## src/verilog/sound_pkg.sv

```systemverilog
package sound_pkg;

  typedef logic [15:0] addr_t;       // Processor address
  typedef logic [7:0]  data_t;       // One bus byte
  typedef logic [17:0] load_addr_t;  // ROM load address
  typedef logic [5:0]  cmd_t;        // Sound command from main board
  typedef logic [10:0] chip_addr_t;  // Byte inside one ROM chip

  // Size of one program ROM chip
  localparam int ROM_BYTES = 2048;

  // Target codes on address bits 14 to 12
  localparam logic [2:0] SEL_RIOT = 3'd0;  // RAM, ports, timer
  localparam logic [2:0] SEL_DAC0 = 3'd1;  // Main audio latch
  localparam logic [2:0] SEL_DAC1 = 3'd3;  // Aux audio latch
  localparam logic [2:0] SEL_ROM0 = 3'd6;  // Lower ROM bank
  localparam logic [2:0] SEL_ROM1 = 3'd7;  // Upper ROM bank

  // Request/acknowledge sequence of one bus access
  typedef enum logic [1:0] {
    BUS_IDLE,     // Waiting for req
    BUS_ACCESS,   // Strobes out, writes land
    BUS_ACK,      // ack held until req drops
    BUS_RELEASE   // ack low, back to idle
  } bus_state_t;

endpackage
```

## src/verilog/board_bus.sv

```systemverilog
`timescale 1ns/10ps

module board_bus (
  input  logic                  clk,
  input  logic                  rst_n,
  input  logic                  req,
  input  logic                  rw_n,
  input  sound_pkg::addr_t      addr,
  input  sound_pkg::data_t      wdata,
  input  sound_pkg::data_t      rom0_dout,
  input  sound_pkg::data_t      rom1_dout,
  input  sound_pkg::data_t      rom2_dout,
  input  sound_pkg::data_t      rom3_dout,
  input  sound_pkg::data_t      riot_rdata,
  output logic                  ack,
  output sound_pkg::data_t      rdata,
  output sound_pkg::chip_addr_t chip_addr,
  output logic                  rom_ce0,
  output logic                  rom_ce1,
  output logic                  riot_sel,
  output logic [6:0]            riot_addr,
  output logic                  riot_ram_sel,
  output logic                  riot_we,
  output sound_pkg::data_t      riot_wdata,
  output sound_pkg::data_t      audio,
  output sound_pkg::data_t      audio_aux
);
  import sound_pkg::*;

  bus_state_t state;
  bus_state_t state_next;
  logic [2:0] target;
  logic       access;
  logic       wr_strobe;
  data_t      read_mux;

  assign target    = addr[14:12];  // Same decode as the board's 74LS138
  assign access    = (state == BUS_ACCESS);
  assign wr_strobe = access && !rw_n;

  always_comb begin
    state_next = state;
    case (state)
      BUS_IDLE: begin
        if (req) begin
          state_next = BUS_ACCESS;
        end
      end
      BUS_ACCESS: begin
        state_next = BUS_ACK;
      end
      BUS_ACK: begin
        if (!req) begin
          state_next = BUS_RELEASE;
        end
      end
      default: begin
        state_next = BUS_IDLE;
      end
    endcase
  end

  // ack follows req while in BUS_ACK, so it rises one cycle into the state
  always_ff @(posedge clk) begin
    if (!rst_n) begin
      state <= BUS_IDLE;
      ack   <= 1'b0;
    end else begin
      state <= state_next;
      ack   <= (state == BUS_ACK) && req;
    end
  end

  // Read strobes and RIOT side
  assign chip_addr    = addr[10:0];
  assign rom_ce0      = access && rw_n && (target == SEL_ROM0);
  assign rom_ce1      = access && rw_n && (target == SEL_ROM1);
  assign riot_sel     = access && (target == SEL_RIOT);
  assign riot_addr    = addr[6:0];
  assign riot_ram_sel = !addr[9];  // RS_n on the chip
  assign riot_we      = !rw_n;
  assign riot_wdata   = wdata;

  always_comb begin
    case (target)
      SEL_ROM0: read_mux = addr[11] ? rom1_dout : rom0_dout;
      SEL_ROM1: read_mux = addr[11] ? rom3_dout : rom2_dout;
      SEL_RIOT: read_mux = riot_rdata;
      default:  read_mux = '0;  // DACs are write only
    endcase
  end

  // Captured once, then held steady while ack is up
  always_ff @(posedge clk) begin
    if ((state == BUS_ACK) && !ack) begin
      rdata <= read_mux;
    end
  end

  always_ff @(posedge clk) begin
    if (!rst_n) begin
      audio     <= '0;
      audio_aux <= '0;
    end else if (wr_strobe) begin
      if (target == SEL_DAC0) begin
        audio <= wdata;
      end
      if (target == SEL_DAC1) begin
        audio_aux <= wdata;
      end
    end
  end

endmodule

```

## config.mk

```make
export PLATFORM = sky130hd
export DESIGN_NAME = board_bus
export DESIGN_NICKNAME = d
export VERILOG_FILES = /design/src/verilog/sound_pkg.sv /design/src/verilog/board_bus.sv
export SDC_FILE = /design/constraint.sdc
export NUM_CORES = 1
export LEC_CHECK = 0
export BUFFER_PORTS_ARGS = -buffer_cell sky130_fd_sc_hd__clkbuf_2
export CAP_MARGIN = 25
export CORE_ASPECT_RATIO = 1.25
export CORE_UTILIZATION = 42
export CTS_BUF_LIST = sky130_fd_sc_hd__clkbuf_8 sky130_fd_sc_hd__clkbuf_16
export DETAILED_ROUTE_END_ITERATION = 7
export PLACE_DENSITY = 0.85
export RECOVER_POWER = 100
export SLEW_MARGIN = 25
export SYNTH_ARGS = -nofsm -noshare
export SYNTH_HDL_FRONTEND = slang
export SYNTH_SLANG_ARGS = --single-unit
```

## constraint.sdc

```tcl
create_clock -name clk -period 2.3 [get_ports clk]
set_input_delay 0.23 -clock clk [delete_from_list [all_inputs] [get_ports clk]]
set_output_delay 0.23 -clock clk [all_outputs]
set_load 0.02 [all_outputs]
```

---- After elaboration in Yosys (flattened, before gate mapping) ----
Index checks and enable logic that the tools add are counted.
operators by class
  eq/ne operators ......................... 8
  mux-type cells .......................... 6
  reduce and logical (&&, ||, !) cells .... 15
operators by type and width
  cell                  number
  $pmux W8 S3           1
  $mux W8               2
  $logic_and A1 B1 Y1   7
  $eq A3 B3 Y1 const B  2
  $pmux W2 S3           1
  $reduce_and A2 Y1     3
  $mux W2               2
  $ne A2 B2 Y1 const B  2
  $eq A3 B1 Y1 const B  1
  $eq A3 B2 Y1 const B  1
  $logic_not A1 Y1      3
  $logic_not A3 Y1      1
  $eq A2 B1 Y1 const B  1
  $eq A2 B2 Y1 const B  1
  $logic_not A2 Y1      1
storage, ports and cells
  bits in registers ....................... 27
  input port bits ......................... 68
  output and inout bits ................... 56

---- Logic depth before layout (Yosys ltp) ----
  depth after elaboration ................. 3
  gate-level depth with buffers ........... 6

---- Least setup slack after synthesis ----
OpenSTA, ideal clock, no wires.
  path type ............................... reg2reg
  from .................................... register state[0]
  to ...................................... register rdata[0], enable pin
  library setup time ...................... 373 ps
  arrival ................................. 1017 ps
  setup slack ............................. 910 ps
  cell stages (with the launch flop) ...... 4
  clock period less this slack ............ 1390 ps
  path through ............................ dfxtp_1 -> inv_1 -> ha_1 -> nor2b_1
between the ends
  longest elaborated chain between the ends .. 2
ends and longest elaborated chain
  item                    line             source
  from (decl)             board_bus.sv:30  bus_state_t state;
  from (signal assigned)  board_bus.sv:69  state <= state_next;
  $eq A2 B2 Y1            board_bus.sv:95  if ((state == BUS_ACK) && !ack) begin
  $logic_and A1 B1 Y1     board_bus.sv:95
  to (signal assigned)    board_bus.sv:96  rdata <= read_mux;
  to (decl)               board_bus.sv:16  output sound_pkg::data_t rdata,
Every way passes these cells.
A chain may end at the register's enable or synchronous reset.

---- Worst setup path after layout ----
  from .................................... register state[1]
  to ...................................... register audio[0]
between the ends
  longest elaborated chain between the ends .. 3
ends and longest elaborated chain
  item                                line              source
  $eq A2 B1 Y1                        board_bus.sv:38   assign access = (state == BUS_ACCESS);
  $logic_and A1 B1 Y1                 board_bus.sv:39   assign wr_strobe = access && !rw_n;
  $reduce_and A2 Y1 (no source line)  -
  to (signal assigned)                board_bus.sv:106  audio <= wdata;
  to (decl)                           board_bus.sv:25   output sound_pkg::data_t audio,
Every way passes these cells.

==> results.cfg <==
[status]
outcome = finished, final reports clean

[cts]
numCtsBuffers = 3
postCtsHoldBufs = 0
ctsResizeCount = 0
cts_tree = done
cts_setup_buffers = 0
clockBufferDepth = 2
cts_sinks = 27
root_buffer = clkbuf_8
cts.clk_slew.worst_paths_ns = 0.09
clkLatencyLatePin_ns = 0.27
h-tree-depth = 1

[min_path]
hold_path_class = primary input to register
hold_path_depth = 3
min-delay-start = wdata[1]

[synthesis]
syn_area_per_cell_um2 = 10.8
yosysWarnings = 0
synth_seq_cells = 27
synth_simple_gate_area_share_pct = 12.2
synth_top_family_by_area = multiplexers
syn-instance-count = 145
synth_cell_types = 28
synth_nets = 217
synth-seq-area-share_pct = 39.6
yosys-mux-area-fraction_pct = 23.0
synth_fa_ha_area_share_pct = 3.19
synth_xor_area_share_pct = 0
synth_area_um2 = 1570
synth_compound_area_share_pct = 5.27

[sta]
tightest_slew_ns = 0.948
finClkSkew_ns = 0.00620
slew_violations = 0
setup_viol = 0
rsz0062_at_grt = false
fin_crit_sh_pct = 78.2
slew_headroom_pct = 36.6
setup_ws_ns = 0.501
fin_crit_ns = 1.80
setup-tns-final_ns = 0
timing.fmax_ghz = 0.556
holdWs_ns = 0.213
hold_viol = 0

[grt]
grt-ovfl-total = 0
grt_pass1_vias = 1163
grt_max_degree = 28
grt_use_total_pct = 15.7
antenna_found_initial = 0
grt_pass1_wl_mm = 4.89

[worst_setup_path]
critPathArrivalTime_ns = 2.00
reg2reg_from = state[1]
reg2regPathDepth = 5
worstSetupPathType = register to register
critical_path.endpoint = audio[0]
worst-path-max-fanout = 8
rrSetupSlack_ns = 0.50
startpoint_type = register
rr_endpoint = audio[0]
required_ns = 2.50
path_depth = 5
critPathLaunch = state[1]
cp_cell_sequence = inv_1 > ha_1 > nand4bb_1 > nor2_1 > mux2i_1
crit_path_top_delay_cell = nor2_1
slowest_delay_ns = 0.73
crit_family = simple AND/OR/NAND/NOR gates
path_buf_inv = 1
endpoint_kind = register

[detailed_routing]
viasPerCell = 4.92
drt_iter0_drc = 50
dr.pass1.iters = 4
finalWirelength_mm = 3.16
drtAntennaViolNets = 0
num_vias = 1235
post-route-drc-count = 0
wl_per_cell_um = 12.6

[run]
maxCapViolCount = 0

[floorplan]
die_y_um = 70.3
initial_core_util_pct = 44.6
die_w_um = 56.6
core-area_um2 = 3510
ios = 124
dieArea_um2 = 3980
rows = 24

[power]
power.density_nw_per_um2 = 594
leakage_nw = 0.845
peakVddDrop_uv = 407

[final_layout]
drive_gt1_share_pct = 33.5
layout_common_cells = clkbuf_2, clkbuf_1, nand2_1, dfxtp_1, mux2i_1
final_util_pct = 52.8
syn_to_final_growth_pct = 18.4
antenna_cells = 0
fin_cells = 251
layout.nets = 285
layout_commonest_cell = clkbuf_2

[placement]
dp_cells = 247
routabilityCongestion = 0.749
post-place-ws_ns = 0.741
portBuffers = 95
dp_hpwl_mm = 2.61
[tightest hold or removal path, cell delays in order]
cell and delay (ns):
clkbuf_2 0.09, nand2_1 0.07, mux2i_1 0.06
[logic make-up after synthesis]
logic type,count (synthesis)
muxes,26
and+or+nand+nor,39
adders and majority gates,4
AOI/OAI and AO/OA,10
DFF,27
buffers and inverters,39
[per-layer routing]
| metal | GRT usage, % | wire length, um |
|---|---|---|
| met2 | 28.6 | 1660 |
| met1 | 16.5 | 1210 |
| met5 | 0 | 0 |
| met3 | 1.67 | 168 |
| met4 | 10.3 | 121 |
[final cells by class]
type | instances | area, um^2
Timing Repair Buffer | 96 | 433
Tap cell | 39 | 48.8
Inverter | 6 | 22.5
Sequential cell | 27 | 621
Clock buffer | 3 | 41.3
Clock inverter | 1 | 6.26
Fill cell | 352 | 1660
Multi-Input combinational cell | 79 | 682
[cells in the mapped netlist]
library cell / number / area, um^2
buf_2: 2 / 10.0
or3b_2: 1 / 8.76
nor2_1: 1 / 3.75
buf_1: 1 / 3.75
and2_2: 1 / 7.51
and3_1: 1 / 6.26
dfxtp_1: 19 / 380
mux4_2: 8 / 180
nor3_2: 1 / 10.0
nor3_1: 2 / 10.0
buf_6: 2 / 22.5
nand4bb_1: 1 / 11.3
nand3_1: 1 / 5.00
ha_1: 4 / 50.1
a22o_1: 8 / 70.1
inv_1: 6 / 22.5
o21a_1: 1 / 7.51
and2_1: 1 / 6.26
nor2_2: 1 / 6.26
nand3b_1: 1 / 7.51
or2_1: 1 / 6.26
buf_4: 26 / 195
nand2_1: 24 / 90.1
nor2b_1: 2 / 12.5
mux2i_1: 18 / 180
clkbuf_1: 2 / 7.51
edfxtp_1: 8 / 240
a21oi_1: 1 / 5.00
[how the worst min path moves through the flow]
stage                   endpoint
floorplan                    ack
global placement        audio[6]
detailed placement      audio[6]
CTS                 audio_aux[0]
global route        audio_aux[0]
finish              audio_aux[1]
[sequential cells by signal (all words and copies together) (netlist names)]
register and count:
state 2, audio_aux 8, audio 8, ack 1, rdata 8
[through the flow]
| stage | cell area, um^2 | power (mW) |
|---|---|---|
| 2_1_floorplan | 1570 | 0.806 |
| 3_3_place_gp | 1860 | 0.850 |
| 3_5_place_dp | 1860 | 0.857 |
| 4_1_cts | 1910 | 1.12 |
| 5_1_grt | 1850 | 1.16 |
| 6_report | 1850 | 1.10 |
[power by group]
part           internal, mW  total [mW]  switching, mW  leakage (nW)
combinational         0.124       0.281          0.157         0.591
sequential            0.535       0.551         0.0170         0.228
clock                 0.124       0.269          0.145        0.0260
total                 0.782        1.10          0.319         0.845
Power figures use the tool's default switching activity.
