$ cat config.mk
export PLATFORM = sky130hd
export DESIGN_NAME = sound_riot
export DESIGN_NICKNAME = d
export VERILOG_FILES = /design/src/verilog/sound_pkg.sv /design/src/verilog/sound_riot.sv
export SDC_FILE = /design/constraint.sdc
export NUM_CORES = 1
export LEC_CHECK = 0
export BUFFER_PORTS_ARGS = -buffer_cell sky130_fd_sc_hd__buf_2
export CORE_MARGIN = 2
export CORE_UTILIZATION = 55
export CTS_BUF_LIST = sky130_fd_sc_hd__clkbuf_16
export DETAILED_ROUTE_END_ITERATION = 7
export HOLD_SLACK_MARGIN = 0.1
export PLACE_DENSITY = 0.74
export RECOVER_POWER = 100
export SLEW_MARGIN = 20
export SYNTH_ARGS = -nofsm -noshare
export SYNTH_HDL_FRONTEND = slang
export SYNTH_SLANG_ARGS = --single-unit
export TNS_END_PERCENT = 10
$ cat constraint.sdc
create_clock -name clk -period 4 [get_ports clk]
set_input_delay 0.6 -clock clk [delete_from_list [all_inputs] [get_ports clk]]
set_output_delay 0.6 -clock clk [all_outputs]
set_load 0.005 [all_outputs]
$ cat src/verilog/sound_pkg.sv
package sound_pkg;

  typedef logic [15:0] addr_t;       // Processor address
  typedef logic [7:0]  data_t;       // One bus byte
  typedef logic [17:0] load_addr_t;  // ROM load address
  typedef logic [5:0]  cmd_t;        // Sound command from main board
  typedef logic [10:0] chip_addr_t;  // Byte inside one ROM chip

  // Size of one program ROM chip
  localparam int ROM_BYTES = 2048;

  // Target codes on address bits 14 to 12
  localparam logic [2:0] SEL_RIOT = 3'd0;  // RAM, ports, timer
  localparam logic [2:0] SEL_DAC0 = 3'd1;  // Main audio latch
  localparam logic [2:0] SEL_DAC1 = 3'd3;  // Aux audio latch
  localparam logic [2:0] SEL_ROM0 = 3'd6;  // Lower ROM bank
  localparam logic [2:0] SEL_ROM1 = 3'd7;  // Upper ROM bank

  // Request/acknowledge sequence of one bus access
  typedef enum logic [1:0] {
    BUS_IDLE,     // Waiting for req
    BUS_ACCESS,   // Strobes out, writes land
    BUS_ACK,      // ack held until req drops
    BUS_RELEASE   // ack low, back to idle
  } bus_state_t;

endpackage
$ cat src/verilog/sound_riot.sv
`timescale 1ns/10ps

module sound_riot #(
  parameter logic [5:0] JUMPERS = 6'h3f
) (
  input  logic             clk,
  input  logic             rst_n,
  input  logic             cen,
  input  logic             sel,
  input  logic [6:0]       addr,
  input  logic             ram_sel,
  input  logic             we,
  input  sound_pkg::data_t wdata,
  input  sound_pkg::cmd_t  cmd,
  output sound_pkg::data_t rdata,
  output logic             irq_n
);
  import sound_pkg::*;

  data_t      ram [128];
  data_t      port_a;
  data_t      port_b;
  data_t      io_rdata;
  data_t      timer;
  logic [9:0] presc_cnt;   // cen pulses seen in this interval
  logic [9:0] presc_max;   // Interval length minus one
  logic [9:0] presc_sel;
  logic       flag;
  logic       irq_en;
  logic       io_write;
  logic       io_read;
  logic       timer_write;
  logic       timer_read;

  assign port_a = {&cmd[3:0], 1'b0, ~cmd};
  assign port_b = {1'b1, 1'b1, ~JUMPERS};  // Bit 7 is speech ready, always set

  assign io_write    = sel && we && !ram_sel;
  assign io_read     = sel && !we && !ram_sel;
  assign timer_write = io_write && addr[4];
  assign timer_read  = io_read && (addr[2:0] == 3'd4);

  // Prescale chosen by the low address bits of a timer write
  always_comb begin
    case (addr[1:0])
      2'd0:    presc_sel = 10'd0;     // 1 pulse
      2'd1:    presc_sel = 10'd7;     // 8 pulses
      2'd2:    presc_sel = 10'd63;    // 64 pulses
      default: presc_sel = 10'd1023;  // 1024 pulses
    endcase
  end

  always_comb begin
    case (addr[2:0])
      3'd0:    io_rdata = port_a;
      3'd2:    io_rdata = port_b;
      3'd4:    io_rdata = timer;
      3'd5:    io_rdata = {flag, 7'd0};
      default: io_rdata = '0;  // Direction registers not fitted
    endcase
  end

  always_ff @(posedge clk) begin
    if (sel && we && ram_sel) begin
      ram[addr] <= wdata;
    end
  end

  always_ff @(posedge clk) begin
    if (sel && !we) begin
      rdata <= ram_sel ? ram[addr] : io_rdata;
    end
  end

  // Interval timer; runs at full rate once it has passed zero
  always_ff @(posedge clk) begin
    if (!rst_n) begin
      timer     <= 8'hff;
      presc_cnt <= '0;
      presc_max <= 10'd1023;
      flag      <= 1'b0;
      irq_en    <= 1'b0;
    end else if (timer_write) begin
      timer     <= wdata;
      presc_cnt <= '0;
      presc_max <= presc_sel;
      flag      <= 1'b0;
      irq_en    <= addr[3];  // Interrupt enable
    end else begin
      if (timer_read) begin
        flag <= 1'b0;  // Reading the count acknowledges
      end
      if (cen) begin
        if (presc_cnt == presc_max) begin
          presc_cnt <= '0;
          timer     <= timer - 8'd1;
          if (timer == 8'd0) begin
            flag      <= 1'b1;  // Underflow wins over a same-cycle read
            presc_max <= '0;
          end
        end else begin
          presc_cnt <= presc_cnt + 10'd1;
        end
      end
    end
  end

  assign irq_n = !(flag && irq_en);

endmodule

**Yosys cells after proc, flatten, opt, wreduce, memory -nomap -nowiden**

Memories as Yosys holds them, arrays and structs flattened.
Cells that the tools add are included.

- Bitwise operators: 2
- $add $sub $neg: 2
- Eq/ne operators: 6
- Muxes and demuxes: 17
- Reductions and logical operators: 21

Operator list:

| cell | count |
|---|---|
| $mux W10 | 5 |
| $mux W8 | 4 |
| $pmux W8 S4 | 1 |
| $pmux W10 S3 | 1 |
| $add A10 B1 Y10 const B | 1 |
| $eq A10 B10 Y1 | 1 |
| $logic_and A1 B1 Y1 | 8 |
| $logic_not A8 Y1 | 1 |
| $sub A8 B1 Y8 const B | 1 |
| $eq A3 B3 Y1 const B | 2 |
| $mux W1 | 6 |
| $not A6 Y6 | 1 |
| $reduce_bool A2 Y1 | 3 |
| $reduce_and A4 Y1 | 1 |
| $eq A3 B2 Y1 const B | 1 |
| $logic_not A1 Y1 | 3 |
| $logic_not A3 Y1 | 1 |
| $reduce_and A3 Y1 | 1 |
| $eq A2 B1 Y1 const B | 1 |
| $eq A2 B2 Y1 const B | 1 |
| $logic_not A2 Y1 | 1 |
| $reduce_and A2 Y1 | 1 |
| $reduce_or A2 Y1 | 1 |
| $not A1 Y1 | 1 |

- Bits in registers: 38
- Bits in writable memories: 1024
- Output and inout bits: 9
- Memories: 1

Memories:

| name | depth | width | read ports | clocked after Yosys merged registers in | write ports | RTL line | text |
|---|---|---|---|---|---|---|---|
| ram | 128 | 8 | 1 | 0 | 1 | sound_riot.sv:20 | `data_t ram [128];` |

**Longest topological paths before layout**

Gate-level depths: netlist (run 1).

- Depth after elaboration: 8
- Gate-level depth with buffers: 11

**Worst setup path after synthesis (run 1)**

Ideal clock, no wire load.

- Path kind: in2reg
- Start: input port addr[1]
- End: memory ram[16][0] (netlist bit), enable pin
- Setup slack: 1.185 ns
- Stages on the path: 9
- Data arrival time: 2.444 ns
- Library setup time: 0.370 ns
- Data required time: 3.630 ns
- Cells stage by stage: buf_2 -> buf_6 -> buf_2 -> buf_2 -> buf_2 -> nor2_1 -> nand3_1 -> clkbuf_1 -> nor2_1

RTL lines:

| item | RTL line | text |
|---|---|---|
| start, declared | sound_riot.sv:10 | `input logic [6:0] addr,` |
| end, declared | sound_riot.sv:20 |  |

No word-level cell before the write port.

**Worst setup path after layout (run 1)**

- Start: input port addr[1]
- End: memory ram[103][2] (netlist bit), enable pin

No word-level cell before the write port.

==> run_summary.xml, run 1 <==
<?xml version="1.0" encoding="UTF-8"?>
<metrics>
  <group name="clocking">
    <metric name="cts_made_buffers" unit="">104</metric>
    <metric name="cts_buffer_depth" unit="">3</metric>
    <metric name="clk_root_buffer_cell" unit="">clkbuf_16</metric>
    <metric name="tritoncts_num_sinks" unit="">1055</metric>
    <metric name="cts.reportedPaths.clkPinSlew" unit="ps">60</metric>
    <metric name="ctsResizeCount" unit="">0</metric>
    <metric name="postCtsHoldBufs" unit="">0</metric>
    <metric name="clk_latency" unit="ps">680</metric>
    <metric name="cts_tree" unit="">built</metric>
    <metric name="cts_setup_buffers" unit="">0</metric>
    <metric name="cts-htree-levels" unit="">3</metric>
  </group>
  <group name="run_status">
    <metric name="status" unit="">complete, but fails checks</metric>
    <metric name="failed_checks" unit="">capacitance limit, slew limit</metric>
  </group>
  <group name="detailed_routing">
    <metric name="via_count" unit="">24310</metric>
    <metric name="antenna_left" unit="">0</metric>
    <metric name="vias_per_cell" unit="">6.762</metric>
    <metric name="drtPass1Iterations" unit="">6</metric>
    <metric name="route.detailed.drc" unit="">0</metric>
    <metric name="routed_wirelength" unit="um">110400</metric>
    <metric name="detailedRoute.firstIterationViolations" unit="">3708</metric>
    <metric name="routed_wire_length_per_instance" unit="um">30.70</metric>
  </group>
  <group name="synth">
    <metric name="syn-mean-instance-area" unit="um2">17.58</metric>
    <metric name="synth-seq-cells" unit="">1055</metric>
    <metric name="synth_edf_count" unit="">1032</metric>
    <metric name="nets_in_the_synthesized_netlist" unit="">2417</metric>
    <metric name="syn_area" unit="um2">41970</metric>
    <metric name="synth.yosys.seq_area_share" unit="%">74.93</metric>
    <metric name="synth.largest_area_cell" unit="">edfxtp_1</metric>
    <metric name="postSynthCellCount" unit="">2387</metric>
    <metric name="postSynth.topFlopCell" unit="">edfxtp_1</metric>
    <metric name="yosys.area.top_type_share" unit="%">73.84</metric>
    <metric name="top_cells_by_area_synth" unit="">edfxtp_1, mux4_2, mux2i_1</metric>
    <metric name="synth.distinct_cells" unit="">67</metric>
    <metric name="asr_flop_ratio_synth" unit="%">0</metric>
    <metric name="synth_warnings" unit="">0</metric>
  </group>
  <group name="sta">
    <metric name="finalClockSkew" unit="ps">36.78</metric>
    <metric name="final_critical_path_setup_slack" unit="ps">541.5</metric>
    <metric name="final-setup-viol-count" unit="">0</metric>
    <metric name="finalHoldViolations" unit="">0</metric>
    <metric name="max_slew.worst_pin.slew" unit="ps">3275</metric>
    <metric name="final_period_minus_worst_setup_slack" unit="ps">3458</metric>
    <metric name="report.final.slew_viol_count" unit="">711</metric>
    <metric name="post-route-period-util" unit="%">86.46</metric>
    <metric name="slew-limit-headroom" unit="%">-118.3</metric>
    <metric name="peak_clock_frequency_supported_by_timing" unit="MHz">289.1</metric>
    <metric name="grt_setup_unrepaired" unit="">no</metric>
    <metric name="tns" unit="ps">0</metric>
  </group>
  <group name="place">
    <metric name="port-buffer-count" unit="">35</metric>
    <metric name="detailedPlace.worstSlack" unit="ps">488.8</metric>
    <metric name="dp_hpwl" unit="um">69050</metric>
    <metric name="final_gp_congestion" unit="">0.9664</metric>
  </group>
  <group name="critical_path">
    <metric name="critical_path.cell_chain" unit="">buf_8, buf_12, clkbuf_1, and2_0, clkbuf_1, nand3_1, clkbuf_1, nor2_1, clkbuf_1</metric>
    <metric name="critPathBufInv" unit="">6</metric>
    <metric name="critPathKind" unit="">input port to register</metric>
    <metric name="cpLargestDelayFamily" unit="">buffers and inverters</metric>
    <metric name="critical-path-max-stage-delay" unit="ps">600</metric>
    <metric name="cp_max_fo" unit="">39</metric>
    <metric name="setup.worst_path.start_class" unit="">input port</metric>
    <metric name="cp.required" unit="ps">4320</metric>
    <metric name="critical-path-slowest-cell" unit="">clkbuf_1</metric>
    <metric name="critical_path_arrival" unit="ps">3770</metric>
    <metric name="setup.worst_path.end_class" unit="">register</metric>
    <metric name="timing.critical_path.mode_cell" unit="">clkbuf_1</metric>
  </group>
  <group name="die">
    <metric name="die_h" unit="um">280.2</metric>
    <metric name="die_area" unit="um2">78530</metric>
    <metric name="rows" unit="">101</metric>
    <metric name="core_outline_area" unit="um2">75700</metric>
    <metric name="start_util" unit="%">55.45</metric>
    <metric name="die_x" unit="um">280.2</metric>
    <metric name="boundaryPins" unit="">36</metric>
  </group>
  <group name="power_and_ir_drop">
    <metric name="power_density" unit="nW/um2">475.9</metric>
    <metric name="worst_ir_drop_vdd" unit="mV">0.3684</metric>
    <metric name="power.total" unit="W">0.02228</metric>
    <metric name="static-leakage-power" unit="nW">14.75</metric>
  </group>
  <group name="grt">
    <metric name="grt_total_ovfl" unit="">0</metric>
    <metric name="grt_max_degree" unit="">130</metric>
    <metric name="first_global_vias" unit="">23750</metric>
    <metric name="gr-usage-all-layers" unit="%">28.29</metric>
    <metric name="antenna_violations_before_repair" unit="">2</metric>
    <metric name="grt_pass1_wl" unit="um">160900</metric>
  </group>
  <group name="min_path">
    <metric name="holdCritPathClass" unit="">input port to register</metric>
  </group>
  <group name="final_layout">
    <metric name="area_delta_synth_final" unit="%">11.53</metric>
    <metric name="final_layout_size_suffix_gt1_share" unit="%">14.14</metric>
    <metric name="final_stage_net_count" unit="">2568</metric>
  </group>
  <group name="run">
    <metric name="timing.max_cap.violations" unit="">12</metric>
  </group>
</metrics>
==> path summary, 6_finish.rpt <==
| path | cells past startpoint | from | slack, ps | end |
|---|---|---|---|---|
| worst min register to register | 2 | irq_en | 500 | irq_en |
| worst max-delay path | 9 | addr[1] | 540 | ram[103][2] |
| worst max register to register | 5 | presc_cnt[7] | 1220 | presc_max[2] |
| worst min-delay path | 2 | rst_n | 230 | timer[4] |
==> kinds of logic (layout without fill, tap and decap cells) <==
group	after synthesis	count (layout)	share of synthesized area (%)
AND/OR/NAND/NOR	425	425	5.196
flip-flops	1055	1055	74.93
AO/OA/AOI/OAI	457	457	7.539
multiplexers	258	258	9.972
adder cells (fa/ha/maj)	3	3	0.08944
other	0	1	0
XOR/XNOR	12	12	0.2504
buffers and inverters	177	406	2.018
==> metal layers <==
metal  up-vias  track usage, %  routed length (um)
met2      1633           42.96               50620
met1     12340           38.67               41070
met3       314           6.703               12370
met4         4           14.37                6271
met5         -               0                  24
li1      10020               -                   -
==> metrics by stage <==
step | hold slack (ps) | cell area, um2 | utilization [%] | instances
6_report | 233.9 | 46810 | 61.84 | 3595
5_1_grt | 234.0 | 46810 | 61.84 | 3594
4_1_cts | 189.4 | 47270 | 62.45 | 3594
3_5_place_dp | 487.3 | 44200 | 58.39 | 3410
3_3_place_gp | 469.5 | 44190 | 58.37 | 3410
2_1_floorplan | 443.5 | 41970 | - | 2387
==> Yosys cell counts (3+ instances only) <==
cell	count
edfxtp_1	1032
nor2_1	154
mux2i_1	129
mux4_2	128
a21oi_1	116
o2bb2ai_1	116
o22ai_1	111
nand3_1	80
buf_2	73
nand2_1	69
clkbuf_1	66
nand3b_1	42
o21ai_0	31
a41oi_1	30
dfxtp_1	23
a2bb2oi_1	17
and3b_1	15
buf_1	10
buf_4	10
inv_1	10
nor3_1	10
nor2b_1	8
buf_6	7
o41ai_1	7
xnor2_1	7
nand2b_1	6
xor2_1	5
and2_1	4
o221ai_1	4
or3_1	4
a211oi_1	3
and3_1	3
ha_1	3
o211ai_1	3
o21ai_1	3
o22a_1	3
or2_2	3
or3b_1	3
==> sequential cells by signal, summed over array words and instances (netlist names) <==
| signal | cells |
|---|---|
| flag | 1 |
| irq_en | 1 |
| presc_cnt | 10 |
| presc_max | 3 |
| ram | 1024 |
| rdata | 8 |
| timer | 8 |
==> worst reg2reg max path, cell delays in order (launching register included) <==
cell       delay (ps)
dfxtp_1           330
or4_1             520
o22ai_1           180
o2111ai_1         590
nor4_1            780
o221ai_1          220
==> where the power goes <==
part           internal [W]  switching, W  total, W  leakage [nW]
Sequential           0.0122     0.0000156    0.0122          9.46
Clock               0.00495       0.00397   0.00892          1.62
Combinational      0.000361      0.000810   0.00117          3.66
Total                0.0175       0.00480    0.0223          14.7
==> area by class of cell <==
cell class / instances / area, um2
Fill cell: 5231 / 28890
Timing Repair Buffer: 212 / 1350
Clock inverter: 78 / 424.2
Multi-Input combinational cell: 1155 / 9669
Tap cell: 978 / 1224
Clock buffer: 106 / 2653
Inverter: 10 / 38.79
Sequential cell: 1055 / 31450
Antenna cell: 1 / 2.502
==> cell usage in the layout (no fill, tap or decap), types with 16 or more instances in the layout <==
cell type  netlist  final
clkbuf_16        0    106
nand2_1         69     69
nand3_1         80     80
a21oi_1        116    116
o22ai_1        111    111
nor2_1         154    154
clkinv_2         0     16
dfxtp_1         23     23
buf_4           10     60
buf_12           0     17
mux4_2         128    128
mux2i_1        129    129
o21ai_0         31     33
inv_1           10     36
nand3b_1        42     42
a2bb2oi_1       17     17
o2bb2ai_1      116    116
edfxtp_1      1032   1032
clkbuf_1        66    111
clkinv_1         0     30
a41oi_1         30     30
Note: power is estimated with default switching activity, not from simulation.
==> run 2, diff against run 1 <==
==> constraint.sdc (replaced) <==
create_clock -name clk -period 4 [get_ports clk]
set_input_delay 0.6 -clock clk [delete_from_list [all_inputs] [get_ports clk]]
set_output_delay 0.6 -clock clk [all_outputs]
set_load 0.1 [all_outputs]
==> run_summary.xml, run 2 (synthesis results as in run 1) <==
<?xml version="1.0" encoding="UTF-8"?>
<metrics>
  <group name="run_status">
    <metric name="status" unit="">complete, but fails checks</metric>
    <metric name="failed_checks" unit="">capacitance limit, slew limit</metric>
  </group>
  <group name="final_layout">
    <metric name="postLayoutCoreUtil" unit="%">61.84</metric>
    <metric name="layout.filler_cells" unit="">5230</metric>
    <metric name="final_common_cell" unit="">edfxtp_1</metric>
    <metric name="largestRegisters" unit="">ram x1024, presc_cnt x10</metric>
    <metric name="final_stage_net_count" unit="">2568</metric>
    <metric name="number_of_flip_flops_in_the_largest_register" unit="">1024</metric>
    <metric name="top_register" unit="">ram</metric>
    <metric name="final_cell_mix" unit="">edfxtp_1, nor2_1, mux2i_1</metric>
    <metric name="final_layout_size_suffix_gt1_share" unit="%">14.11</metric>
    <metric name="area_delta_synth_final" unit="%">11.53</metric>
    <metric name="finish.cell_count_without_fillers" unit="">3595</metric>
  </group>
  <group name="sta">
    <metric name="max_slew.worst_pin.slew" unit="ps">3276</metric>
    <metric name="final-setup-viol-count" unit="">0</metric>
    <metric name="peak_clock_frequency_supported_by_timing" unit="MHz">288.3</metric>
    <metric name="slew-limit-headroom" unit="%">-118.4</metric>
    <metric name="final_period_minus_worst_setup_slack" unit="ps">3468</metric>
    <metric name="report.final.slew_viol_count" unit="">711</metric>
    <metric name="finalHoldViolations" unit="">0</metric>
    <metric name="hold-worst-slack" unit="ps">234.2</metric>
    <metric name="post-route-period-util" unit="%">86.71</metric>
    <metric name="tns" unit="ps">0</metric>
    <metric name="finalClockSkew" unit="ps">36.89</metric>
    <metric name="grt_setup_unrepaired" unit="">no</metric>
  </group>
  <group name="critical_path">
    <metric name="cp.required" unit="ps">4250</metric>
    <metric name="cp_max_fo" unit="">55</metric>
    <metric name="setup.worst_path.end_class" unit="">register</metric>
    <metric name="setup.worst_path.start_class" unit="">input port</metric>
    <metric name="critPathKind" unit="">input port to register</metric>
    <metric name="critical_path_arrival" unit="ps">3720</metric>
  </group>
  <group name="grt">
    <metric name="grt_max_degree" unit="">130</metric>
    <metric name="grt_pass1_wl" unit="um">160900</metric>
    <metric name="gr-usage-all-layers" unit="%">28.29</metric>
    <metric name="grt_total_ovfl" unit="">0</metric>
    <metric name="first_global_vias" unit="">23750</metric>
    <metric name="antenna_violations_before_repair" unit="">2</metric>
  </group>
  <group name="detailed_routing">
    <metric name="route.detailed.drc" unit="">0</metric>
    <metric name="drtPass1Iterations" unit="">6</metric>
    <metric name="detailedRoute.firstIterationViolations" unit="">3708</metric>
    <metric name="routed_wirelength" unit="um">110300</metric>
    <metric name="routed_wire_length_per_instance" unit="um">30.69</metric>
    <metric name="antenna_left" unit="">0</metric>
    <metric name="vias_per_cell" unit="">6.761</metric>
    <metric name="via_count" unit="">24300</metric>
  </group>
  <group name="power_and_ir_drop">
    <metric name="power_density" unit="nW/um2">476.6</metric>
    <metric name="combinationalPowerShare" unit="%">5.4</metric>
    <metric name="power_switching" unit="W">0.004834</metric>
    <metric name="share_seq_of_total_power" unit="%">54.6</metric>
    <metric name="clkPwrFrac" unit="%">40.0</metric>
    <metric name="worst_ir_drop_vdd" unit="mV">0.3684</metric>
    <metric name="power_report.internal_total" unit="W">0.01747</metric>
    <metric name="switching_share" unit="%">21.67</metric>
    <metric name="static-leakage-power" unit="nW">14.74</metric>
  </group>
  <group name="die">
    <metric name="core_outline_area" unit="um2">75700</metric>
    <metric name="die_x" unit="um">280.2</metric>
    <metric name="boundaryPins" unit="">36</metric>
    <metric name="die_h" unit="um">280.2</metric>
    <metric name="rows" unit="">101</metric>
    <metric name="start_util" unit="%">55.45</metric>
    <metric name="die_area" unit="um2">78530</metric>
  </group>
  <group name="clocking">
    <metric name="cts_setup_buffers" unit="">0</metric>
    <metric name="cts_buffer_depth" unit="">3</metric>
    <metric name="cts-htree-levels" unit="">3</metric>
    <metric name="cts_tree" unit="">built</metric>
    <metric name="cts_made_buffers" unit="">104</metric>
    <metric name="postCtsHoldBufs" unit="">0</metric>
    <metric name="clk_root_buffer_cell" unit="">clkbuf_16</metric>
    <metric name="clk_latency" unit="ps">680</metric>
    <metric name="ctsResizeCount" unit="">0</metric>
    <metric name="tritoncts_num_sinks" unit="">1055</metric>
    <metric name="cts.reportedPaths.clkPinSlew" unit="ps">60</metric>
  </group>
  <group name="min_path">
    <metric name="holdCritPathClass" unit="">input port to register</metric>
  </group>
  <group name="place">
    <metric name="port-buffer-count" unit="">35</metric>
    <metric name="dp_hpwl" unit="um">69050</metric>
    <metric name="final_gp_congestion" unit="">0.9664</metric>
    <metric name="post-place-cells" unit="">3410</metric>
  </group>
  <group name="run">
    <metric name="timing.max_cap.violations" unit="">12</metric>
  </group>
</metrics>
==> run 2: metal layers <==
| metal | GRT usage, % | vias to the layer above | part of all wire, % |
|---|---|---|---|
| met3 | 6.703 | 316 | 11 |
| met2 | 42.96 | 1646 | 46 |
| met4 | 14.37 | 4 | 5.7 |
| li1 | - | 10020 | - |
| met1 | 38.67 | 12320 | 37 |
| met5 | 0 | - | 0.022 |
==> run 2: worst max-delay path: stages <==
cell	delay, ps
buf_8	300
buf_12	350
nor2_1	250
nand3_1	140
clkbuf_1	1340
nor2_1	670
==> run 2: stage by stage <==
stage / cell area (um2) / setup slack, ps / power, W
final: 46810 / 531.5 / 0.02231
after CTS: 47270 / 1191 / 0.02235
after detailed placement: 44200 / 488.8 / 0.01360
after global placement: 44190 / 177.4 / 0.01357
after floorplan: 41970 / 1185 / 0.01303
after global routing: 46810 / 519.9 / 0.02282
==> run 2: power groups by stage <==
stage	Clock, W	Combinational, W	Sequential [W]
finish	0.00892	0.00121	0.0122
global route	0.00938	0.00126	0.0122
CTS	0.00898	0.00120	0.0122
detailed placement	0	0.00120	0.0124
global placement	0	0.00117	0.0124
floorplan	0	0.000599	0.0124
==> run 2: layout make-up <==
type	count	area, um2	area share, %
Inverter	10	38.79	0.08286
Multi-Input combinational cell	1155	9669	20.66
Clock inverter	78	424.2	0.9061
Sequential cell	1055	31450	67.19
Antenna cell	1	2.502	0.005346
Clock buffer	106	2653	5.667
Tap cell	978	1224	2.614
Timing Repair Buffer	212	1349	2.881
==> run 2: final timing paths <==
path                     start           end  slack [ps]  cells after the start
hold reg to reg         irq_en        irq_en         500                      2
setup reg to reg  presc_cnt[7]  presc_max[2]        1220                      5
hold / removal           rst_n      timer[4]         230                      2
setup / recovery       addr[1]   ram[108][3]         530                      6
